### config.mk
export PLATFORM = sky130hd
export DESIGN_NAME = rrat
export DESIGN_NICKNAME = d
export VERILOG_FILES = /design/src/design/ooo_pkg.sv /design/src/design/rrat.sv
export SDC_FILE = /design/constraint.sdc
export NUM_CORES = 1
export LEC_CHECK = 0
export ABC_AREA = 1
export BUFFER_PORTS_ARGS = -buffer_cell sky130_fd_sc_hd__buf_2
export CELL_PAD_IN_SITES_DETAIL_PLACEMENT = 0
export CELL_PAD_IN_SITES_GLOBAL_PLACEMENT = 2
export CORE_MARGIN = 2
export CORE_UTILIZATION = 30
export DETAILED_ROUTE_END_ITERATION = 12
export HOLD_SLACK_MARGIN = 0.15
export PLACE_DENSITY = 0.64
export SKIP_CTS_REPAIR_TIMING = 1
export SLEW_MARGIN = 20
export SYNTH_ARGS = -nofsm -noshare
export SYNTH_HDL_FRONTEND = slang
export SYNTH_SLANG_ARGS = --single-unit
### constraint.sdc
create_clock -name clock -period 1.7 [get_ports clock]
set_input_delay 0.085 -clock clock [delete_from_list [all_inputs] [get_ports clock]]
set_output_delay 0.085 -clock clock [all_outputs]
set_load 0.01 [all_outputs]
### src/design/ooo_pkg.sv
`default_nettype none

package ooo_pkg;

    localparam int ARCH_REG_SZ = 32;
    localparam int PHYS_REG_SZ = 64;

    typedef logic [4:0]  arn_t;
    typedef logic [5:0]  prn_t;
    typedef logic [4:0]  robn_t;
    typedef logic [31:0] word_t;

    // ALU_MUL is steered to the multiplier
    typedef enum logic [2:0] {
        ALU_ADD = 3'd0,
        ALU_SUB = 3'd1,
        ALU_AND = 3'd2,
        ALU_OR  = 3'd3,
        ALU_XOR = 3'd4,
        ALU_SLL = 3'd5,
        ALU_MUL = 3'd6
    } alu_func_t;

    typedef struct packed {
        logic      valid;
        alu_func_t func;
        arn_t      dest_arn;
        arn_t      src1_arn;
        arn_t      src2_arn;
        logic      use_imm;
        word_t     imm;
    } id_packet_t;

    // a waiting operand keeps its prn in the low bits
    typedef struct packed {
        logic      valid;
        alu_func_t func;
        logic      op1_ready;
        word_t     op1;
        logic      op2_ready;
        word_t     op2;
        prn_t      dest_prn;
        robn_t     robn;
    } rs_entry_t;

    typedef struct packed {
        logic      valid;
        alu_func_t func;
        word_t     op1;
        word_t     op2;
        prn_t      dest_prn;
        robn_t     robn;
    } issue_packet_t;

    typedef struct packed {
        logic  valid;
        prn_t  dest_prn;
        robn_t robn;
        word_t value;
    } cdb_packet_t;

    typedef struct packed {
        arn_t dest_arn;
        prn_t dest_prn;
        prn_t old_prn;
        logic executed;
    } rob_entry_t;

    typedef struct packed {
        logic  valid;
        arn_t  wr_idx;
        logic  wr_en;
        word_t wr_data;
    } ct_packet_t;

endpackage

`default_nettype wire

### src/design/rrat.sv
`timescale 1ns/1ps
`default_nettype none

module rrat (
    input  wire                clock,
    input  wire                reset,
    input  wire                commit,
    input  wire ooo_pkg::arn_t commit_arn,
    input  wire ooo_pkg::prn_t commit_prn,
    output logic               free_valid,
    output ooo_pkg::prn_t      free_prn
);

    ooo_pkg::prn_t map [ooo_pkg::ARCH_REG_SZ];

    // displaced committed mapping goes back to the free list
    assign free_valid = commit && (commit_arn != '0);
    assign free_prn   = map[commit_arn];

    always_ff @(posedge clock) begin
        if (reset) begin
            for (int i = 0; i < ooo_pkg::ARCH_REG_SZ; i++) begin
                map[i] <= ooo_pkg::prn_t'(i);
            end
        end else if (free_valid) begin
            map[commit_arn] <= commit_prn;
        end
    end

endmodule

`default_nettype wire

# Word-level counts from Yosys, hierarchy flattened
# Memories as Yosys holds them, arrays and structs flattened.
# Index checks and enable logic that the tools add are counted.
[classes]
muxes = 8
reduce_logical = 3
[op_table]
columns = ["operator", "count"]
rows = [
  ["two-way mux 1 bit", 6],
  ["two-way mux 6 bit", 1],
  ["OR reduction 6 bit", 1],
  ["two-way mux 5 bit", 1],
  ["nonzero test 5 bit", 1],
  ["logical AND 1 bit", 1],
]
[totals]
regBits = 0
wordCells = 12
mem_bits_rw = 192
inputBits = 14
n_memories = 1
output_inout_bits = 7
[mem_list]
columns = ["memory", "words", "width", "rd", "rd_clocked_by_memory_dff", "write_ports", "line", "rtl"]
rows = [
  ["map", 32, 6, 1, 0, 32, "rrat.sv:14", "ooo_pkg::prn_t map [ooo_pkg::ARCH_REG_SZ];"],
]

# Depth between registers and ports, before layout
[depth]
word_depth = 7
depth_mapped = 12

# Worst setup path after synthesis
# OpenSTA, ideal clock, no wires.
[synth_timing]
path_type = "in2reg"
from = "input commit_arn[0]"
to = "memory map[16][0] (netlist name), enable pin"
stages = 7
setup_time_ns = 0.318
slack_ns = 0.096
required_ns = 1.382
path_buffers = 2
arrival_time_ns = 1.286
path_cell_list = "buf_2 -> buf_2 -> nor2_1 -> nand4_4 -> inv_2 -> nand2_2 -> nand2_1"
[synth_rtl]
columns = ["element", "line", "rtl"]
rows = [
  ["from (decl)", "rrat.sv:8", "input wire ooo_pkg::arn_t commit_arn,"],
  ["to (decl)", "rrat.sv:14", ""],
]

# Worst setup path in the final report
[layout_timing]
from = "memory map[0][4] (netlist name)"
to = "output free_prn[4]"
[layout_between]
elab_chain_len = 1
[layout_lines]
columns = ["element", "line", "rtl"]
rows = [
  ["memory (32 x 6 bit)", "--", ""],
  ["to (decl)", "rrat.sv:11", "output ooo_pkg::prn_t free_prn"],
]
# No other way between the ends.

==> results.tsv <==
stage	metric	value	unit
synth	Synth Cell Area	9450	sq um
worst_setup_path	crit path DAT	1.61	ns
worst_setup_path	critical path's top delay family	simple AND/OR/NAND/NOR gates	
timing	Max Slew Vio Count	0	
worst_setup_path	Req. time, crit path	1.62	ns
clock_network	clk sinks	192	
synth	dominant synthesized flop cell	edfxtp_1	
detailed_routing	Avg WL per Cell	17.2	um
detailed_routing	Via density	4.37	
cells_and_area	top flop regs	map: 192 flops	
clock_network	CTS tree	built	
clock_network	CTS buffer count	17	
synth	register area share after synthesis	0.610	
worst_setup_path	crit start category	flip-flop	
cells_and_area	most frequent cells in the layout	nand2_1 (581), edfxtp_1 (192), nor2_1 (113)	
timing	Achievable Freq	590	MHz
worst_setup_path	CP peak stage delay	0.41	ns
synth	Yosys warning total	0	
die	CORE AREA	30800	sq um
timing	Final Hold Fails	0	
detailed_routing	DRC viols	0	
hold_path	Hold Path Origin	commit_prn[1]	
synth	syn avg cell area	8.72	sq um
cells_and_area	ratio of cells with drive above 1 in the final layout	0.209	
die	I/O Pins	21	
cells_and_area	most common cell after layout, fill and taps aside	nand2_1	
flow_run	Max Cap Violations	0	
run_status	status	complete, no violations	
worst_setup_path	crit path cell chain	nand2_1, nand2_1, nand2_1, nand2_1, nand2_1, nand2_2, nor2_1, nand2_1, buf_2	
die	DIE AREA	32900	sq um
synth	Async SR Flop Fraction	0	
worst_setup_path	Worst setup startpoint	map[0][4]	
worst_setup_path	CP Class	reg -> out	
cells_and_area	Layout Nets	1154	
global_routing	total gr overflow	0	
detailed_routing	Post-Route WL	26700	um
cells_and_area	antenna cell count	0	
timing	unrepaired setup endpoints after global routing	true	
synth	EDFF count, synth	192	
die	die height	181	um
worst_setup_path	worst-path maximum fanout	1	
global_routing	Total GRT Usage	0.170	
detailed_routing	Final ANT Viol Nets	0	
placement	routability cong.	0.764	
hold_path	HP Class	in -> reg	
placement	DP Wirelength	18000	um
clock_network	CTS root buffer	clkbuf_16	
cells_and_area	Layout Area Growth over Synthesis	19.6	%
synth	synthesis-stage register bit count	192	
placement	placed cell area	10600	sq um
cells_and_area	Largest register FFs	192	
detailed_routing	Initial DRT Pass Iterations	5	
clock_network	H-tree levels	4	
synth	Synth cell types	18	
worst_setup_path	WP buf/inv	1	
detailed_routing	Iter 0 DRT Violations	377	
placement	dpl ws	0.0946	ns
global_routing	global-route wire length before repair	41300	um
timing	# setup viols final	0	
global_routing	initial antenna violation count	0	
global_routing	largest net degree at the start of global routing	35	
timing	Final period util	0.998	
worst_setup_path	CP Capture Type	primary output	
clock_network	Reg clk slew, reported paths	0.07	ns
timing	Setup WS post-layout	0.00397	ns
clock_network	Longest Clk Path Bufs	2	
cells_and_area	Finished Cell Area	11300	sq um
placement	# port buffers	20	
pwr	IR drop worst, VDD	0.480	mV
pwr	Lkg Pwr	4.77	nW
pwr	Pwr Density	957	nW/um^2
die	Die X	181	um
die	starting density of the core	0.306	
global_routing	vias in the first global route	6843	
worst_setup_path	CP max stage cell	edfxtp_1	
detailed_routing	Via Count	6770	
synth	post-synthesis cell count	1084	
cells_and_area	Reg with most FFs	map	
die	Rows	64	
cells_and_area	FILL cells	3175	
timing	minimum clock period	1.70	ns
worst_setup_path	most frequent CP cell	nand2_1	
[cells by family after synthesis]
| group | Yosys count | share of synthesized area |
|---|---|---|
| flops | 192 | 0.610 |
| other cells | 1 | 0.000397 |
| simple gates | 785 | 0.345 |
| buf+inv | 106 | 0.0440 |
[routing by layer]
| metal | global-route usage | routed length, um |
|---|---|---|
| met1 | 0.234 | 13000 |
| met2 | 0.285 | 12900 |
| met3 | 0.0237 | 565 |
| met5 | 0 | 0 |
| met4 | 0.0371 | 218 |
[stage by stage]
stage	TNS, ns	util	cells	total power (W)	hold WS (ns)
after detailed placement	0	0.342	1516	0.00676	0.462
after CTS	-0.431	0.362	1548	0.0109	-0.00323
after global placement	0	0.342	1516	0.00677	0.458
final	0	0.367	1549	0.0108	0.141
after floorplan	0	-	1089	0.00624	0.266
after global routing	-0.524	0.367	1549	0.0112	0.151
[cells in the mapped netlist, types with 2 or more instances]
cell type / instances / area share
nand3_1: 3 / 0.0016
nand2_2: 3 / 0.0020
clkbuf_1: 35 / 0.014
buf_1: 9 / 0.0036
inv_1: 14 / 0.0056
nor2_2: 6 / 0.0040
nand2_1: 622 / 0.25
nand4_4: 4 / 0.0090
nor3_4: 7 / 0.012
nor2_4: 17 / 0.020
inv_4: 2 / 0.0013
buf_2: 10 / 0.0053
edfxtp_1: 192 / 0.61
nor2_1: 122 / 0.048
inv_2: 35 / 0.014
[power by group]
group	internal [W]	switching, W	leakage [nW]
combinational	0.000352	0.000789	2.60
sequential	0.00545	0.0000744	1.87
clock	0.00222	0.00192	0.295
total	0.00802	0.00279	4.77
[final cells by class]
| class | instances | area (sq um) | area share |
|---|---|---|---|
| clock buffers | 17 | 425 | 0.0376 |
| clock inverters | 15 | 170 | 0.0151 |
| inverters | 52 | 201 | 0.0178 |
| multi-input cells | 791 | 3420 | 0.302 |
| flip-flops and latches | 192 | 5770 | 0.510 |
| well taps | 396 | 495 | 0.0438 |
| repair buffers | 86 | 826 | 0.0731 |
[tightest hold or removal path, cell delays in order]
cell	delay, ns
buf_2	0.07
inv_1	0.05
buf_12	0.18
nand2_1	0.08
[worst paths after layout]
path,endpoint,cells past startpoint
worst max-delay path,free_prn[4],9
worst min-delay path,map[19][1],4
Note: power is estimated with default switching activity, not from simulation.
