===== src/design/ooo_pkg.sv =====
`default_nettype none

package ooo_pkg;

    localparam int ARCH_REG_SZ = 32;
    localparam int PHYS_REG_SZ = 64;

    typedef logic [4:0]  arn_t;
    typedef logic [5:0]  prn_t;
    typedef logic [4:0]  robn_t;
    typedef logic [31:0] word_t;

    // ALU_MUL is steered to the multiplier
    typedef enum logic [2:0] {
        ALU_ADD = 3'd0,
        ALU_SUB = 3'd1,
        ALU_AND = 3'd2,
        ALU_OR  = 3'd3,
        ALU_XOR = 3'd4,
        ALU_SLL = 3'd5,
        ALU_MUL = 3'd6
    } alu_func_t;

    typedef struct packed {
        logic      valid;
        alu_func_t func;
        arn_t      dest_arn;
        arn_t      src1_arn;
        arn_t      src2_arn;
        logic      use_imm;
        word_t     imm;
    } id_packet_t;

    // a waiting operand keeps its prn in the low bits
    typedef struct packed {
        logic      valid;
        alu_func_t func;
        logic      op1_ready;
        word_t     op1;
        logic      op2_ready;
        word_t     op2;
        prn_t      dest_prn;
        robn_t     robn;
    } rs_entry_t;

    typedef struct packed {
        logic      valid;
        alu_func_t func;
        word_t     op1;
        word_t     op2;
        prn_t      dest_prn;
        robn_t     robn;
    } issue_packet_t;

    typedef struct packed {
        logic  valid;
        prn_t  dest_prn;
        robn_t robn;
        word_t value;
    } cdb_packet_t;

    typedef struct packed {
        arn_t dest_arn;
        prn_t dest_prn;
        prn_t old_prn;
        logic executed;
    } rob_entry_t;

    typedef struct packed {
        logic  valid;
        arn_t  wr_idx;
        logic  wr_en;
        word_t wr_data;
    } ct_packet_t;

endpackage

`default_nettype wire


===== src/design/rob.sv =====
`timescale 1ns/1ps
`default_nettype none

module rob #(
    parameter int ROB_SZ = 16
) (
    input  wire                       clock,
    input  wire                       reset,
    input  wire                       accept,
    input  wire ooo_pkg::rob_entry_t  entry,
    output ooo_pkg::robn_t            tail,
    input  wire ooo_pkg::cdb_packet_t cdb,
    output ooo_pkg::rob_entry_t       head_entry,
    output logic                      commit,
    output logic                      full
);

    localparam int PTR_W = $clog2(ROB_SZ);
    localparam int CNT_W = PTR_W + 1;

    ooo_pkg::rob_entry_t entries [ROB_SZ];
    logic [PTR_W-1:0] head_ptr;
    logic [PTR_W-1:0] tail_ptr;
    logic [CNT_W-1:0] count;

    assign tail       = ooo_pkg::robn_t'(tail_ptr);
    assign head_entry = entries[head_ptr];
    assign commit     = (count != '0) && head_entry.executed;
    assign full       = (count == CNT_W'(ROB_SZ));

    always_ff @(posedge clock) begin
        if (reset) begin
            head_ptr <= '0;
            tail_ptr <= '0;
            count    <= '0;
        end else begin
            if (accept) begin
                entries[tail_ptr] <= entry;
                tail_ptr <= tail_ptr + 1'b1;
            end
            // completion, possibly out of order
            if (cdb.valid) begin
                entries[cdb.robn[PTR_W-1:0]].executed <= 1'b1;
            end
            if (commit) begin
                head_ptr <= head_ptr + 1'b1;
            end
            count <= count + CNT_W'(accept) - CNT_W'(commit);
        end
    end

endmodule

`default_nettype wire


===== config.mk =====
export PLATFORM = sky130hd
export DESIGN_NAME = rob
export DESIGN_NICKNAME = d
export VERILOG_FILES = /design/src/design/ooo_pkg.sv /design/src/design/rob.sv
export SDC_FILE = /design/constraint.sdc
export NUM_CORES = 1
export LEC_CHECK = 0
export BUFFER_PORTS_ARGS = -buffer_cell sky130_fd_sc_hd__buf_2
export CAP_MARGIN = 20
export CORE_MARGIN = 8
export CORE_UTILIZATION = 50
export DETAILED_ROUTE_END_ITERATION = 8
export PLACE_DENSITY = 0.66
export SETUP_SLACK_MARGIN = 0.05
export SYNTH_ARGS = -nofsm -noshare
export SYNTH_HDL_FRONTEND = slang
export SYNTH_SLANG_ARGS = --single-unit

===== constraint.sdc =====
create_clock -name clock -period 6.5 [get_ports clock]
set_input_delay 0.325 -clock clock [delete_from_list [all_inputs] [get_ports clock]]
set_output_delay 0.325 -clock clock [all_outputs]
set_load 0.01 [all_outputs]

# Word-level counts from Yosys, hierarchy flattened

Memories as Yosys holds them, arrays and structs flattened. A register that Yosys moved wholly into a read port is not among the register bits.
Cells that the tools add are included.

Add/subtract/negate cells: 4
Equal/unequal tests: 1
Muxes and demuxes: 8
Reduce and logical (&&, ||, !) cells: 2

Operator list:

| kind                                        | count |
|---|---|
| adder 4 x 1 -> 4 bit, second input constant | 2 |
| 2-to-1 mux 4 bit                            | 2 |
| 2-to-1 mux 1 bit                            | 6 |
| adder 5 x 1 -> 5 bit                        | 1 |
| equality test 5 bit, second input constant  | 1 |
| nonzero test 5 bit                          | 1 |
| subtractor 5 x 1 -> 5 bit                   | 1 |
| logical AND 1 bit                           | 1 |

Flip-flop bits (word level): 13
Bits in writable memories: 288
Bits of input ports: 65
Output and inout bits: 25
Logic and storage cells: 19
Memories: 1

Memories:

| memory  | words | width | rd ports | clocked after Yosys merged registers in | wr ports | RTL line  | RTL |
|---|---|---|---|---|---|---|---|
| entries | 16    | 18    | 1        | 1                                       | 2        | rob.sv:21 | `ooo_pkg::rob_entry_t entries [ROB_SZ];` |

# Longest topological paths before layout

Depth in word-level cells: 4
Mapped depth: 16
Mapped depth without buffers: 14

# Least setup slack after synthesis

No wires, ideal clock.

Path type: register -> register
From: reg with a tool-made name
To: reg count[4]
Arrival: 2.594 ns
Data required time: 6.368 ns
Slack: 3.774 ns
Stages on the path, launching flop included: 15
Clock period less this slack: 2.726 ns
Cell sequence: dfxtp_1 clkbuf_1 a21boi_0 nand3_1 a21oi_2 ha_1 inv_1 ha_1 inv_1 fa_1 inv_1 a21oi_1 nor2_1 or3_1 a21oi_1

RTL lines:

| item                 | RTL line  | RTL |
|---|---|---|
| to (signal assigned) | rob.sv:48 | `count <= count + CNT_W'(accept) - CNT_W'(commit);` |
| to (decl)            | rob.sv:24 | `logic [CNT_W-1:0] count;` |

==> results.toml <==
[route]
dr.pass1.iters = 5
drtIter0Drc = 589
via_per_inst = 5.81
wl_met3_mm = 1.33
routed_wl_mm = 24.3
route.detailed.drc = 0
wl_met2_mm = 12.1
wirelength_met1_mm = 10.4
top_layer_used = "met5"
wire_per_inst_um = 24.6
ant_nets = 0
dr_total_vias = 5748

[layout]
nets = 724
post-route-util_pct = 57.6
syn_to_final_growth_pct = 12.9
fill_cells = 1788
drive_gt1_share_pct = 30.3
diodes = 0

[setup_path]
slowest_stage = "buf_4"
slowest_delay_ps = 870
critPathRequiredTime_ps = 6170
startpoint_type = "flop"
cp_num_buf_inv = 2
cp-end-kind = "output port"
path_class = "flop to output port"
cpMostUsedCell = "mux4_2"
path_delay_family = "multiplexers"
crit_path_max_fanout = 48
arrival_ps = 3450
path_cells = "buf_4 > mux4_2 > mux4_2 > buf_2"

[logic_synthesis]
synth-compound-area-share_pct = 1.54
synth-async-reset-ratio_pct = 0
synthSimpleGateAreaFrac_pct = 3.29
synth.avg_cell_area_um2 = 20.9
synthAdderAreaFrac_pct = 1.31
synth_cell_types = 42
ys_seq_area_share_pct = 73.5
synth_xor_area_share_pct = 0.438
synth_edf_count = 272
synth_top_family_by_area = "multiplexers"
synthCells = 575
synth-main-ff-cell = "edfxtp_1"
synth-seq-cells = 305
syn-cell-area_mm2 = 0.0120
synth_nets = 652
synth.area.mux_share_pct = 18.2
synth_warnings = 0

[clocking]
post_cts_buffers = 0
clk_path_buf_depth = 3
cts_tree = "done"
clock_sinks = 305
htreeDepth = 1
clk_latency_ps = 540
root_buffer = "clkbuf_16"
cts_hold_buf = 0
clkSlewWorstSetupHoldPaths_ps = 60
cts_buffers = 30
cts_resized = 0

[timing]
final_hold_viol_count = 0
rsz0062_at_grt = "false"
tightest_slew_ps = 1120
whs_ps = 89.7
finalWorstSetupSlack_ps = 2730
finalCritPeriodShare_pct = 58.0
maxSlewViolCount = 0
finClkSkew_ps = 7.60
tns_ps = 0
fin_crit_ps = 3770
setup_viol = 0
relSlewSlack_pct = 25.3
timing.fmax_mhz = 265

[die]
die_area_mm2 = 0.0292
die_h_um = 171
io_pins = 90
die_w_um = 171
core-area_mm2 = 0.0235
start_util_pct = 51.0
fp-row-count = 56

[pwr]
p_per_area_mw_per_mm2 = 356
p_leak_nw = 4.35
vdd_drop_max_v = 0.000318
power.total_mw = 4.82

[global_route]
first_global_vias = 6069
grt_max_degree = 74
overflow = 0
groute.usage.overall_pct = 16.9
grt_pass1_wl_mm = 36.6
antenna_found_initial = 1

[place]
pre_cts_slack_ps = 2880
port_buffers = 49
globalplace.congestion = 0.790
dp_hpwl_mm = 13.7

[hold_path]
hp-class = "input port to flop"

[flow_run]
drv_cap = 0

[outcome]
status = "finished, final reports clean"
-- cell type report --
| class | count | area [um2] | area share, % |
|---|---|---|---|
| clock buffers | 38 | 802 | 5.91 |
| clock inverters | 18 | 109 | 0.803 |
| inverters | 12 | 45.0 | 0.332 |
| multi-input cells | 230 | 2980 | 22.0 |
| flip-flops and latches | 305 | 8830 | 65.2 |
| well taps | 319 | 399 | 2.94 |
| repair buffers | 68 | 388 | 2.86 |
-- worst paths after layout --
path	from	to	slack, ps	cells past startpoint
setup / recovery	flop	head_entry[3]	2730	4
hold / removal	cdb[33]	entries[11][0]$_DFF_P_	90	3
setup reg to reg	flop	count[4]$_SDFF_PP0_	2820	15
hold reg to reg	entries[4][0]$_DFF_P_	entries[4][0]$_DFF_P_	490	2
-- metal layers --
layer | up-vias | GRT usage (%)
met5 | - | 0
met4 | 2 | 4.12
met3 | 34 | 3.00
met2 | 160 | 28.6
met1 | 3053 | 22.5
li1 | 2499 | -
-- report_power, final --
group | leakage, nW | switching, mW | internal [mW]
logic | 1.17 | 0.447 | 0.505
registers | 2.73 | 0.0726 | 2.20
clock network | 0.453 | 0.692 | 0.908
-- sequential cells by signal (all words and copies together), names as in the netlist, named ones only --
register / count
head_ptr: 4
tail_ptr: 4
count: 5
entries: 288
-- worst reg2reg max path: cells and delay by family (launching register included) --
| family | cells | cell delay [ps] |
|---|---|---|
| flip-flops | 1 | 320 |
| adder cells (fa/ha/maj) | 3 | 880 |
| AND/OR/NAND/NOR | 4 | 610 |
| AO/OA/AOI/OAI | 4 | 740 |
| buffers and inverters | 4 | 1010 |
-- synthesized netlist by cell type, types with 8 or more instances --
| cell type | instances | area [um2] |
|---|---|---|
| and2_1 | 16 | 100 |
| buf_4 | 9 | 67.6 |
| clkbuf_1 | 9 | 33.8 |
| dfxtp_1 | 33 | 661 |
| edfxtp_1 | 272 | 8170 |
| ha_1 | 11 | 138 |
| inv_1 | 12 | 45.0 |
| mux2i_1 | 24 | 240 |
| mux4_2 | 85 | 1910 |
| nand2_1 | 8 | 30.0 |
| nor2_1 | 13 | 48.8 |
| o21ai_0 | 14 | 70.1 |
-- cell usage in the layout (no fill, tap or decap), types with 3 or more instances in the layout --
cell type and n:
dfxtp_1 30, clkbuf_1 7, mux2_2 3, and2_1 16
xor2_1 4, buf_2 49, nand2b_1 6, ha_1 11
buf_4 19, inv_1 12, clkbuf_16 31, nand2_1 8
mux2i_1 24, clkinv_1 8, nand4_1 3, o21ai_0 14
nand3b_1 3, a21oi_1 5, nor2b_1 6, edfxtp_1 272
nand3_1 5, nor2_1 13, mux4_2 85, clkinv_2 8
-- cell families after synthesis --
group / count (synthesis)
AOI/OAI and AO/OA: 30
other: 1
buffers and inverters: 40
muxes: 112
adders and majority gates: 12
DFF: 305
and+or+nand+nor: 69
xor gates and xnor gates: 6
-- stage by stage --
step | instance area (um2) | cells
final | 13600 | 990
after global routing | 13600 | 990
after CTS | 13600 | 990
after detailed placement | 12600 | 934
after global placement | 12600 | 934
after floorplan | 12000 | 575
(Power assumes the default switching activity.)
