`src/design/ooo_pkg.sv`:
```
`default_nettype none

package ooo_pkg;

    localparam int ARCH_REG_SZ = 32;
    localparam int PHYS_REG_SZ = 64;

    typedef logic [4:0]  arn_t;
    typedef logic [5:0]  prn_t;
    typedef logic [4:0]  robn_t;
    typedef logic [31:0] word_t;

    // ALU_MUL is steered to the multiplier
    typedef enum logic [2:0] {
        ALU_ADD = 3'd0,
        ALU_SUB = 3'd1,
        ALU_AND = 3'd2,
        ALU_OR  = 3'd3,
        ALU_XOR = 3'd4,
        ALU_SLL = 3'd5,
        ALU_MUL = 3'd6
    } alu_func_t;

    typedef struct packed {
        logic      valid;
        alu_func_t func;
        arn_t      dest_arn;
        arn_t      src1_arn;
        arn_t      src2_arn;
        logic      use_imm;
        word_t     imm;
    } id_packet_t;

    // a waiting operand keeps its prn in the low bits
    typedef struct packed {
        logic      valid;
        alu_func_t func;
        logic      op1_ready;
        word_t     op1;
        logic      op2_ready;
        word_t     op2;
        prn_t      dest_prn;
        robn_t     robn;
    } rs_entry_t;

    typedef struct packed {
        logic      valid;
        alu_func_t func;
        word_t     op1;
        word_t     op2;
        prn_t      dest_prn;
        robn_t     robn;
    } issue_packet_t;

    typedef struct packed {
        logic  valid;
        prn_t  dest_prn;
        robn_t robn;
        word_t value;
    } cdb_packet_t;

    typedef struct packed {
        arn_t dest_arn;
        prn_t dest_prn;
        prn_t old_prn;
        logic executed;
    } rob_entry_t;

    typedef struct packed {
        logic  valid;
        arn_t  wr_idx;
        logic  wr_en;
        word_t wr_data;
    } ct_packet_t;

endpackage

`default_nettype wire

```
`src/design/fu_cdb.sv`:
```
`timescale 1ns/1ps
`default_nettype none

module fu_cdb #(
    parameter int MULT_STAGES = 3
) (
    input  wire                         clock,
    input  wire                         reset,
    input  wire ooo_pkg::issue_packet_t alu_issue,
    input  wire ooo_pkg::issue_packet_t mult_issue,
    output logic                        alu_avail,
    output logic                        mult_avail,
    output ooo_pkg::cdb_packet_t        cdb
);

    ooo_pkg::cdb_packet_t alu_result;
    ooo_pkg::cdb_packet_t mult_pipe [MULT_STAGES];
    ooo_pkg::word_t       alu_value;

    always_comb begin
        case (alu_issue.func)
            ooo_pkg::ALU_SUB: alu_value = alu_issue.op1 - alu_issue.op2;
            ooo_pkg::ALU_AND: alu_value = alu_issue.op1 & alu_issue.op2;
            ooo_pkg::ALU_OR:  alu_value = alu_issue.op1 | alu_issue.op2;
            ooo_pkg::ALU_XOR: alu_value = alu_issue.op1 ^ alu_issue.op2;
            ooo_pkg::ALU_SLL: alu_value = alu_issue.op1 << alu_issue.op2[4:0];
            default:          alu_value = alu_issue.op1 + alu_issue.op2;
        endcase
    end

    always_ff @(posedge clock) begin
        if (reset) begin
            alu_result.valid <= 1'b0;
            for (int i = 0; i < MULT_STAGES; i++) begin
                mult_pipe[i].valid <= 1'b0;
            end
        end else begin
            alu_result <= '{valid: alu_issue.valid, dest_prn: alu_issue.dest_prn,
                            robn: alu_issue.robn, value: alu_value};
            // product formed in the first stage, then carried along
            mult_pipe[0] <= '{valid: mult_issue.valid, dest_prn: mult_issue.dest_prn,
                              robn: mult_issue.robn,
                              value: mult_issue.op1 * mult_issue.op2};
            for (int i = 1; i < MULT_STAGES; i++) begin
                mult_pipe[i] <= mult_pipe[i-1];
            end
        end
    end

    // alu gives up the cdb slot one cycle before a product lands
    assign alu_avail  = !mult_pipe[MULT_STAGES-2].valid;
    assign mult_avail = 1'b1;
    assign cdb        = alu_result.valid ? alu_result : mult_pipe[MULT_STAGES-1];

endmodule

`default_nettype wire

```
`config.mk`:
```
export PLATFORM = sky130hd
export DESIGN_NAME = fu_cdb
export DESIGN_NICKNAME = d
export VERILOG_FILES = /design/src/design/ooo_pkg.sv /design/src/design/fu_cdb.sv
export SDC_FILE = /design/constraint.sdc
export NUM_CORES = 2
export LEC_CHECK = 0
export ABC_AREA = 1
export BUFFER_PORTS_ARGS = -buffer_cell sky130_fd_sc_hd__buf_2
export CORE_MARGIN = 5
export CORE_UTILIZATION = 60
export DETAILED_ROUTE_END_ITERATION = 16
export HOLD_SLACK_MARGIN = 0.12
export PLACE_DENSITY_LB_ADDON = 0.05
export SYNTH_ARGS = -nofsm -noshare
export SYNTH_HDL_FRONTEND = slang
export SYNTH_SLANG_ARGS = --single-unit
```
`constraint.sdc`:
```
create_clock -name clock -period 12.3 [get_ports clock]
set_input_delay 0.615 -clock clock [delete_from_list [all_inputs] [get_ports clock]]
set_output_delay 0.615 -clock clock [all_outputs]
set_load 0.01 [all_outputs]
```
* Yosys cells after proc, flatten, opt, wreduce, memory -nomap -nowiden *
Memories as Yosys holds them, arrays and structs flattened.
Index checks and enable logic that the tools add are counted.

storage, ports and cells
  register bits = 44
  memories kept = 1
  word-level logic and storage cells = 29
  output and inout bits = 46
  bits of input ports = 160
  memory bits (read-only) = 0
  memory bits (writable) = 132
  bits in latches = 0

cells by class
  divide/modulo/power cells = 0
  eq/ne operators = 5
  shift-type cells = 1
  multiply operators = 1
  magnitude comparators = 0
  $add $sub $neg = 2
  muxes and demuxes = 8
  bitwise logic cells = 6
  reductions and logical operators = 1

memories
  name       words  bits a word  read ports  clocked after Yosys merged registers in  wr ports  RTL line      RTL
  mult_pipe  3      44           3           0                                        3         fu_cdb.sv:17  ooo_pkg::cdb_packet_t mult_pipe [MULT_STAGES];

operator list
  cell                                                             count
  32-bit case mux with 5 select lines                              1
  44-bit two-way mux                                               1
  32-bit adder                                                     1
  32-bit bitwise AND                                               1
  32-bit by 32-bit multiplier with 32-bit output                   1
  32-bit bitwise OR                                                1
  32-bit by 5-bit << shifter with 32-bit output                    1
  32-bit subtractor                                                1
  32-bit bitwise XOR                                               1
  3-bit by 2-bit == test with 1-bit output, second input constant  2
  3-bit == test, second input constant                             2
  1-bit two-way mux                                                6
  3-bit by 1-bit == test with 1-bit output, second input constant  1
  1-bit bitwise OR                                                 3
  1-bit logical NOT                                                1

* Logic depth before layout (Yosys ltp) *
  word-level depth = 3
  depth in mapped cells = 33
  gate-level depth less buffers = 31

* Least setup slack after synthesis *
Ideal clock, no wire load.

  path kind = input -> register
  from = in mult_issue[13] (netlist bit)
  to = mem mult_pipe[0][28] (netlist bit) (data pin)
  path slack = 5.406 ns
  arrival = 6.717 ns
  buffers on the path = 2
  stages = 21
  setup time = 0.177 ns
  cell sequence = clkbuf_1 > clkbuf_1 > nand2_1 > fa_1 > inv_1 > fa_1 > inv_1 > fa_1 > fa_1 > inv_1 > fa_1 > fa_1 > fa_1 > fa_1 > ha_1 > a21o_1 > a221oi_1 > o21ai_0 > a21oi_1 > o21ai_0 > a21oi_1

RTL lines
  what             RTL line      RTL
  start, declared  fu_cdb.sv:10  input wire ooo_pkg::issue_packet_t mult_issue,
  end, declared    fu_cdb.sv:17

==> results.yml <==
synth:
  ys_seq_elements: 176
  synth_async_sr_flop_share_pct: 0
  synth_commonest_cells: "nand2_1 (1102), inv_1 (999), fa_1 (409)"
  syn_avg_cell_area_um2: 7.54
  synth.most_common_cell: "nand2_1"
  syn-num-nets: 4675
  synth_top_area_share_pct: 28.0
  ys_seq_area_share_pct: 17.9
  syn_area_um2: 29300
  yosysTopAreaCell: "fa_1"
  yosys.cell_types.count: 62
  synth_ff_type: "edfxtp_1"
  ys_warn_count: 0
  synth_edf_count: 172
  syn_inst: 3886
  synth_area_leaders: "fa_1 (28%), edfxtp_1 (18%), nand2_1 (14%)"
die:
  io_pins: 206
  start_util_pct: 60.2
  core_area_um2: 48600
  dieArea_um2: 53300
  die_y_um: 231
  die_w_um: 231
  rows: 81
timing:
  relSlewSlack_pct: 35.5
  finalClockSkew_ns: 0.0103
  max_freq_mhz: 140
  finalHoldViolations: 0
  setup_viol: 0
  rsz0062_at_grt: "false"
  final-max-slew-violation-count: 0
  min_period_over_period_pct: 58.1
  min_period_ns: 7.15
  fin_setup_tns_ns: 0
  tightest_slew_ns: 0.968
  setup_ws_ns: 5.15
clocking:
  cts_hold_buffers: 0
  cts_max_path_buffers: 2
  cts_resized: 0
  clock-root-buffer: "clkbuf_16"
  path_clk_slew_ns: 0.07
  htree_num_levels: 4
  cts_sinks: 176
  clk-insertion-delay-late_ns: 0.41
  postCtsSetupBuffers: 0
  cts_tree: "built"
  numCtsBuffers: 17
final_layout:
  drive_gt1_share_pct: 7.18
  fillers: 4441
  nets: 4745
  area.growth.synth_to_final_pct: 6.41
  fin_area_um2: 31200
global_routing:
  antenna_found_initial: 1
  grt_pass1_wl_um: 130000
  overflow: 0
  grt_max_degree: 115
  grt_pass1_vias: 24600
  track_usage_pct: 30.7
routing:
  dr.first_iter.drc_count: 1588
  wl_per_cell_um: 17.7
  dr.pass1.iters: 5
  drc_errors: 0
  wl_um: 81500
  ant_nets: 0
  via_per_inst: 5.29
  vias: 24300
status:
  status: "completed"
critical_path:
  reg2reg_slack_ns: 11.53
  crit_type: "primary input to flip-flop"
  critical_path_required_ns: 12.47
  critPathLaunchType: "primary input"
  worstPathArrival_ns: 7.32
  crit_fanout: 30
  critPathCaptureType: "flip-flop"
place:
  placed_area_um2: 30500
  numPortBuffers: 201
  post-dp-hpwl_um: 63400
  dp_slack_ns: 4.72
  routabilityCongestion: 0.972
worst_hold_path:
  hp-class: "primary input to flip-flop"
job:
  max-cap-violations: 0
-- critical path, stage by stage --
cell and delay [ns]:
buf_2 0.60, nand2_1 0.19, fa_1 0.57, inv_1 0.05, fa_1 0.47, inv_1 0.05, fa_1 0.46, fa_1 0.55
inv_1 0.06, fa_1 0.49, fa_1 0.47, fa_1 0.53, fa_1 0.42, ha_1 0.40, a21oi_1 0.35, o21ai_0 0.16
a21oi_1 0.17, o21ai_0 0.13, a21oi_1 0.31, nand3_1 0.12, nand2_1 0.07, nor2_1 0.05
-- metrics by stage --
stage / hold WS (ns) / cells / util, %
after floorplan: 0.388 / 3886 / -
after global placement: 0.391 / 4559 / 62.8
after detailed placement: 0.406 / 4559 / 62.8
after CTS: 0.353 / 4591 / 64.0
after global routing: 0.347 / 4591 / 64.0
final: 0.368 / 4592 / 64.1
-- cells in the final DEF, fill, tap and decap left out, types with 3 or more instances in the layout --
cell and instances:
o31ai_1 5, nand3_2 4, inv_6 3, a221oi_1 22, edfxtp_1 172, inv_8 4
nor2_4 4, clkbuf_16 17, mux2i_1 13, inv_2 5, o21ai_0 139, nor3_1 12
nand2_1 1102, nand3b_1 5, ha_1 220, buf_4 16, clkinv_8 6, inv_1 998
xnor2_1 11, o211ai_1 15, a21oi_1 102, nand4_1 12, o221ai_1 5, buf_2 200
a31oi_1 11, nor2_2 6, a21o_1 7, or2_2 4, o21a_1 3, fa_1 409
nand3_1 88, xor2_1 51, o21ai_1 4, o2111a_1 3, nor2_1 226, dfxtp_1 4
o21bai_1 16, nor4_1 6, o22ai_1 6
-- routing by layer --
metal	vias up	wire length [um]	track usage (%)
met5	-	0	0
met4	0	4040	13.3
met3	233	4540	3.20
met2	839	41000	55.3
met1	11600	31900	37.6
li1	11700	-	-
-- flip-flops by register name, indices dropped and copies added (netlist names) --
signal,flops
alu_result,44
mult_pipe,132
-- path summary, 6_finish.rpt --
kind,start,end,cells after the start
max,mult_issue[13],mult_pipe[0][31],22
max reg2reg,mult_pipe[0][48],mult_pipe[0][92],2
min,alu_issue[10],alu_result[42],1
min reg2reg,mult_pipe[0][43],mult_pipe[0][87],2
-- kinds of logic (layout without fill, tap and decap cells) --
kind of cell	after synthesis	count (layout)	share of synthesized area (%)
flip-flops	176	176	17.9
other	1	2	0.0128
multiplexers	13	13	0.444
AND/OR/NAND/NOR	1480	1480	20.1
buffers and inverters	1172	1255	15.2
XOR/XNOR	62	62	1.85
adder cells (fa/ha/maj)	629	629	37.4
AO/OA/AOI/OAI	353	353	7.14
-- cell type report --
type	count	area, um2	share of cell area, %
flip-flops and latches	176	5250	16.8
well taps	622	778	2.50
clock buffers	18	429	1.38
diodes	1	2.50	0.00803
clock inverters	14	196	0.630
repair buffers	216	1120	3.60
inverters	1007	3790	12.2
multi-input cells	2538	19600	62.9
Power is left out: the tool's default activity adds up to more than one toggle a clock period on the data nets, which glitch-free logic cannot reach.
