**config.mk**
```make
export PLATFORM = sky130hd
export DESIGN_NAME = rs
export DESIGN_NICKNAME = d
export VERILOG_FILES = /design/src/design/ooo_pkg.sv /design/src/design/rs.sv
export SDC_FILE = /design/constraint.sdc
export NUM_CORES = 2
export LEC_CHECK = 0
export ABC_AREA = 1
export BUFFER_PORTS_ARGS = -buffer_cell sky130_fd_sc_hd__buf_2
export CAP_MARGIN = 20
export CORE_ASPECT_RATIO = 0.5
export CORE_MARGIN = 3
export CORE_UTILIZATION = 37
export DETAILED_ROUTE_END_ITERATION = 6
export SKIP_LAST_GASP = 1
export SLEW_MARGIN = 30
export SYNTH_ARGS = -nofsm -noshare
export SYNTH_HDL_FRONTEND = slang
export SYNTH_SLANG_ARGS = --single-unit
```
**constraint.sdc**
```tcl
create_clock -name clock -period 27.6 [get_ports clock]
set_input_delay 0 -clock clock [delete_from_list [all_inputs] [get_ports clock]]
set_output_delay 0 -clock clock [all_outputs]
set_load 0.02 [all_outputs]
```
**src/design/ooo_pkg.sv**
```systemverilog
`default_nettype none

package ooo_pkg;

    localparam int ARCH_REG_SZ = 32;
    localparam int PHYS_REG_SZ = 64;

    typedef logic [4:0]  arn_t;
    typedef logic [5:0]  prn_t;
    typedef logic [4:0]  robn_t;
    typedef logic [31:0] word_t;

    // ALU_MUL is steered to the multiplier
    typedef enum logic [2:0] {
        ALU_ADD = 3'd0,
        ALU_SUB = 3'd1,
        ALU_AND = 3'd2,
        ALU_OR  = 3'd3,
        ALU_XOR = 3'd4,
        ALU_SLL = 3'd5,
        ALU_MUL = 3'd6
    } alu_func_t;

    typedef struct packed {
        logic      valid;
        alu_func_t func;
        arn_t      dest_arn;
        arn_t      src1_arn;
        arn_t      src2_arn;
        logic      use_imm;
        word_t     imm;
    } id_packet_t;

    // a waiting operand keeps its prn in the low bits
    typedef struct packed {
        logic      valid;
        alu_func_t func;
        logic      op1_ready;
        word_t     op1;
        logic      op2_ready;
        word_t     op2;
        prn_t      dest_prn;
        robn_t     robn;
    } rs_entry_t;

    typedef struct packed {
        logic      valid;
        alu_func_t func;
        word_t     op1;
        word_t     op2;
        prn_t      dest_prn;
        robn_t     robn;
    } issue_packet_t;

    typedef struct packed {
        logic  valid;
        prn_t  dest_prn;
        robn_t robn;
        word_t value;
    } cdb_packet_t;

    typedef struct packed {
        arn_t dest_arn;
        prn_t dest_prn;
        prn_t old_prn;
        logic executed;
    } rob_entry_t;

    typedef struct packed {
        logic  valid;
        arn_t  wr_idx;
        logic  wr_en;
        word_t wr_data;
    } ct_packet_t;

endpackage

`default_nettype wire

```
**src/design/rs.sv**
```systemverilog
`timescale 1ns/1ps
`default_nettype none

module rs #(
    parameter int RS_SZ = 8
) (
    input  wire                       clock,
    input  wire                       reset,
    input  wire                       accept,
    input  wire ooo_pkg::rs_entry_t   entry,
    input  wire ooo_pkg::cdb_packet_t cdb,
    input  wire                       alu_avail,
    input  wire                       mult_avail,
    output ooo_pkg::issue_packet_t    alu_issue,
    output ooo_pkg::issue_packet_t    mult_issue,
    output logic                      full
);

    localparam int IDX_W = $clog2(RS_SZ);
    localparam int CNT_W = $clog2(RS_SZ + 1);

    ooo_pkg::rs_entry_t entries [RS_SZ];
    // number of valid entries older than this one
    logic [CNT_W-1:0] rank [RS_SZ];
    logic [CNT_W-1:0] count;
    logic [RS_SZ-1:0] alu_ready;
    logic [RS_SZ-1:0] mult_ready;
    logic             alu_found;
    logic             mult_found;
    logic [IDX_W-1:0] alu_sel;
    logic [IDX_W-1:0] mult_sel;
    logic [IDX_W-1:0] free_slot;
    logic             alu_take;
    logic             mult_take;

    // msb of the result flags a hit
    function automatic logic [IDX_W:0] oldest(input logic [RS_SZ-1:0] req);
        logic [IDX_W:0] pick;
        pick = '0;
        for (int i = 0; i < RS_SZ; i++) begin
            if (req[i] && (!pick[IDX_W] || rank[i] < rank[pick[IDX_W-1:0]])) begin
                pick = {1'b1, IDX_W'(i)};
            end
        end
        return pick;
    endfunction

    function automatic ooo_pkg::issue_packet_t to_issue(input ooo_pkg::rs_entry_t e,
                                                        input logic take);
        return '{valid: take, func: e.func, op1: e.op1, op2: e.op2,
                 dest_prn: e.dest_prn, robn: e.robn};
    endfunction

    always_comb begin
        for (int i = 0; i < RS_SZ; i++) begin
            alu_ready[i]  = entries[i].valid && entries[i].op1_ready && entries[i].op2_ready
                            && (entries[i].func != ooo_pkg::ALU_MUL);
            mult_ready[i] = entries[i].valid && entries[i].op1_ready && entries[i].op2_ready
                            && (entries[i].func == ooo_pkg::ALU_MUL);
        end
    end

    always_comb begin
        free_slot = '0;
        for (int i = RS_SZ - 1; i >= 0; i--) begin
            if (!entries[i].valid) begin
                free_slot = IDX_W'(i);
            end
        end
    end

    assign {alu_found, alu_sel}   = oldest(alu_ready);
    assign {mult_found, mult_sel} = oldest(mult_ready);
    assign alu_take   = alu_found && alu_avail;
    assign mult_take  = mult_found && mult_avail;
    assign alu_issue  = to_issue(entries[alu_sel], alu_take);
    assign mult_issue = to_issue(entries[mult_sel], mult_take);
    assign full       = (count == CNT_W'(RS_SZ));

    always_ff @(posedge clock) begin
        if (reset) begin
            count <= '0;
            for (int i = 0; i < RS_SZ; i++) begin
                entries[i].valid <= 1'b0;
            end
        end else begin
            for (int i = 0; i < RS_SZ; i++) begin
                // cdb wakeup
                if (cdb.valid && !entries[i].op1_ready
                    && (ooo_pkg::prn_t'(entries[i].op1) == cdb.dest_prn)) begin
                    entries[i].op1_ready <= 1'b1;
                    entries[i].op1       <= cdb.value;
                end
                if (cdb.valid && !entries[i].op2_ready
                    && (ooo_pkg::prn_t'(entries[i].op2) == cdb.dest_prn)) begin
                    entries[i].op2_ready <= 1'b1;
                    entries[i].op2       <= cdb.value;
                end
                rank[i] <= rank[i]
                           - CNT_W'(alu_take && (rank[alu_sel] < rank[i]))
                           - CNT_W'(mult_take && (rank[mult_sel] < rank[i]));
            end
            if (alu_take) begin
                entries[alu_sel].valid <= 1'b0;
            end
            if (mult_take) begin
                entries[mult_sel].valid <= 1'b0;
            end
            if (accept) begin
                entries[free_slot] <= entry;
                rank[free_slot]    <= count - CNT_W'(alu_take) - CNT_W'(mult_take);
            end
            count <= count + CNT_W'(accept) - CNT_W'(alu_take) - CNT_W'(mult_take);
        end
    end

endmodule

`default_nettype wire

```
* Word level (Yosys, flattened, before mapping)
Memory sizes are Yosys's and may differ from the RTL's.
Index checks and enable logic that the tools add are counted.
** Word-level totals
- Memory bits (writable) :: 680
- Flip-flop bits (word level) :: 4
- Input port bits :: 130
- Memories kept :: 2
** Cells by class
- Mux-type cells :: 84
- Equal/unequal tests :: 33
- Magnitude comparators :: 30
- $add $sub $neg :: 21
- Reduce and logical (&&, ||, !) cells :: 140
** Memory list
- entries :: depth 8, width 81, rd ports 10, clocked after Yosys merged registers in 0, write ports 11, RTL line rs.sv:22 : ooo_pkg::rs_entry_t entries [RS_SZ];
- rank :: depth 8, width 4, rd ports 24, clocked after Yosys merged registers in 0, write ports 9, RTL line rs.sv:24 : logic [CNT_W-1:0] rank [RS_SZ];
** Operators by type and width (number)
- 4-bit less-than comparator :: 30
- 6-bit equality test :: 16
- 1-bit logical AND :: 96
- 4-bit by 1-bit subtractor with 4-bit output :: 20
- 4-bit 2-to-1 mux :: 16
- 1-bit 2-to-1 mux :: 60
- 1-bit logical NOT :: 30
- 3-bit equality test, second input constant :: 8
- 3-bit 2-to-1 mux :: 8
- 3-bit inequality test, second input constant :: 8
- 1-bit logical OR :: 14
- 4-bit by 1-bit adder with 4-bit output :: 1
- 4-bit equality test, second input constant :: 1

* Depth between registers and ports, before layout
An unclocked memory read counts as a cell.
- Word-level depth :: 45
- Depth in mapped cells :: 101
- Mapped depth without buffers :: 97

* Worst setup path after synthesis
OpenSTA, ideal clock, no wires.
- Path type :: flip-flop to flip-flop
- From :: memory rank[0][3] (netlist name)
- To :: memory rank[0][3] (netlist name), data pin
- Buffers on the path :: 4
- Arrival :: 11.084 ns
- Library setup time :: 0.288 ns
- Setup slack :: 16.228 ns
- Clock period less this slack :: 11.372 ns
- Required time :: 27.312 ns
- Stages on the path, launching flop included :: 89
- Cell sequence :: edfxtp_1 -> clkinv_1 -> ha_1 -> a21oi_1 -> nand2_2 -> nand2_2 -> nand2_4 -> inv_1 -> nor2_1 -> a21oi_1 -> ha_1 -> o21ai_1 -> nand2_1 -> nand2_1 -> nand2_1 -> nand2_2 -> nand2_2 -> nand2_1 -> [53 not listed] -> nand2_1 -> nand2_2 -> nand2_4 -> nand2_4 -> buf_6 -> buf_4 -> o211ai_1 -> nand2_1 -> a211oi_1 -> ha_1 -> a211oi_1 -> nand2_1 -> fa_1 -> inv_1 -> ha_1 -> nor4_1 -> xor2_1 -> o21ai_0
** RTL lines (RTL line)
- start: declaration :: rs.sv:24

==> reports/metrics.cfg <==
[status]
status = complete, no violations

[sta]
relSlewSlack = 0.283
finalHoldViolCount = 0
worst_clock_skew_ns = 0.0249
rsz0062_at_grt = false
tightest_slew_ns = 1.08
whs_ns = 0.0910
period_needed_ns = 15.15
fmax_mhz = 66.0
post-route-period-util = 0.549
drv_slew = 0
setup_viol = 0
tns_ns = 0
setup_slack_ns = 12.45

[clock_tree]
cts.sinks = 684
cts_hold_buf = 147
cts_root_buffer = clkbuf_16
clk_latency_ns = 0.67
htreeDepth = 3
clkTransAtPathRegs_ns = 0.07
postCtsSetupBuffers = 0
cts_tree = yes
cts_max_path_buffers = 3
cts_resized = 0
numCtsBuffers = 73

[final_layout]
fillerInstances = 10915
ff_latch_area_sq_um = 20500
drive_gt1_frac = 0.112
multi_input_area_sq_um = 18600
area_delta_synth_final_pct = 13.0
final_common_cell = nand2_1
final_cell_mix = 1022 x nand2_1, 765 x o21ai_0, 680 x edfxtp_1, 489 x inv_1, 400 x o211ai_1
nNetsFinal = 5301

[global_route]
grt_pass1_wl_um = 235000
busiest_layer = met2
overflow = 0
use_met2 = 0.430
grt_pass1_vias = 36548
antenna_found_initial = 5
gr-usage-all-layers = 0.261
met3_usage = 0.0397
grt_max_degree = 118
grtUsageMet1 = 0.335

[worst_setup_path]
required_ns = 27.98
worst_path_dominant_cell_family = simple AND/OR/NAND/NOR gates
worst_setup_path_end_kind = flip-flop
cpMostUsedCell = nand2_1
path_max_fanout = 36
cp_slowest_cell = a211oi_2
cp.buffers_inverters = 12
slowest_delay_ns = 0.89
criticalPathCategory = reg2reg
critPathLaunchType = flip-flop
cp.arrival_ns = 15.53
reg2reg_slack_ns = 12.45

[placed_design]
port_buffers = 283
hpwl_um = 99300
dp_slack_ns = 12.91
globalplace.congestion = 0.947

[pwr]
netSwitchingFraction = 0.269
power_density_nw_per_um2 = 51.7
power.net_switching_w = 0.000678
p_comb_frac = 0.131
power_frac_clock = 0.395
peakVddDrop_mv = 0.0474
p_leak_nw = 18.3
p_int_w = 0.00184
seqPwrFrac = 0.474

[detailed_routing]
vias = 38813
drc_errors = 0
postRouteAntennaNets = 0
wl_per_cell_um = 24.4
routed_wl_um = 162000
firstDrtPassIters = 6
vias_per_cell = 5.86
drt_iter0_drc = 4606

[yosys]
synth_seq_area_share = 0.475
avgSynthCellArea_sq_um = 8.92
synth.area.top_cells = edfxtp_1 47%, nand2_1 8.9%, o21ai_0 8.9%
synth_edf_count = 680
syn-instance-count = 4835
synth_nets = 5094
ys_ff_latch = 684
syn_area_sq_um = 43100
async_flop_share = 0
synth-main-ff-cell = edfxtp_1
synth.distinct_cells = 64
yosysWarnings = 0
yosysTopAreaCell = edfxtp_1
post-synth-top-area-fraction = 0.474

[floorplanning]
die-area_sq_um = 121000
start_util = 0.378
ios = 289
core_area_sq_um = 114000
die_x_um = 489
fp-row-count = 87
die-height_um = 247

[run]
maxCapViolCount = 0

[hold_path]
min-delay-path-class = in2reg

stage by stage:
step | area (sq um) | util | power, W | cells
after floorplan | 43100 | - | 0.00141 | 4835
after CTS | 48700 | 0.426 | 0.00252 | 6613
after global routing | 48700 | 0.427 | 0.00261 | 6616
final | 48700 | 0.427 | 0.00252 | 6619
after detailed placement | 44800 | 0.393 | 0.00152 | 6332
after global placement | 44800 | 0.392 | 0.00151 | 6332
tightest hold or removal path: cells and delay by family:
kind,cells,cell delay [ns]
AO/OA/AOI/OAI,1,0.16
XOR/XNOR,1,0.20
buffers and inverters,1,0.20
layer usage:
| metal | vias up | routed length (um) |
|---|---|---|
| met3 | 473 | 15200 |
| met2 | 2237 | 74300 |
| met5 | - | 0 |
| met4 | 0 | 8840 |
| li1 | 17689 | - |
| met1 | 18414 | 63300 |
worst paths after layout:
| check | start | endpoint | depth (start not counted) |
|---|---|---|---|
| min | cdb[41] | entries[1][48] | 3 |
| max | rank[0][3] | rank[3][3] | 82 |
| max reg2reg | rank[0][3] | rank[3][3] | 82 |
| min reg2reg | count[0] | count[0] | 3 |
flip-flops by register name, summed over array words and instances, names as in the netlist:
name	cells
count	4
rank	32
entries	648
synth_stat cells, drive strengths merged (12+ instances only):
| master | number |
|---|---|
| o41ai | 12 |
| o2111ai | 164 |
| nor2 | 244 |
| a211oi | 20 |
| a21oi | 142 |
| clkbuf | 222 |
| nor4 | 14 |
| o21ai | 850 |
| xor2 | 43 |
| nand3 | 83 |
| o211ai | 402 |
| inv | 501 |
| nand2 | 1070 |
| ha | 118 |
| nor3 | 13 |
| xnor2 | 37 |
| buf | 139 |
| edfxtp | 680 |
final cells by class:
| class | instances | area share |
|---|---|---|
| clock inverters | 44 | 0.00909 |
| well taps | 1513 | 0.0389 |
| inverters | 507 | 0.0395 |
| diodes | 5 | 0.000257 |
| flip-flops and latches | 684 | 0.421 |
| repair buffers | 493 | 0.0698 |
| clock buffers | 90 | 0.0392 |
| multi-input cells | 3283 | 0.382 |
power groups by stage:
| stage | clock network [W] | logic, W | registers (W) |
|---|---|---|---|
| 3_5_place_dp | 0 | 0.000306 | 0.00122 |
| 6_report | 0.000996 | 0.000329 | 0.00119 |
| 5_1_grt | 0.00105 | 0.000365 | 0.00120 |
| 2_1_floorplan | 0 | 0.000201 | 0.00120 |
| 3_3_place_gp | 0 | 0.000299 | 0.00122 |
| 4_1_cts | 0.00100 | 0.000325 | 0.00119 |
cells by family after synthesis:
family	share of synthesized area
AOI/OAI and AO/OA	0.232
xor gates and xnor gates	0.0162
adders and majority gates	0.0393
buffers and inverters	0.0991
DFF	0.475
and+or+nand+nor	0.138
Power figures use the tool's default switching activity.
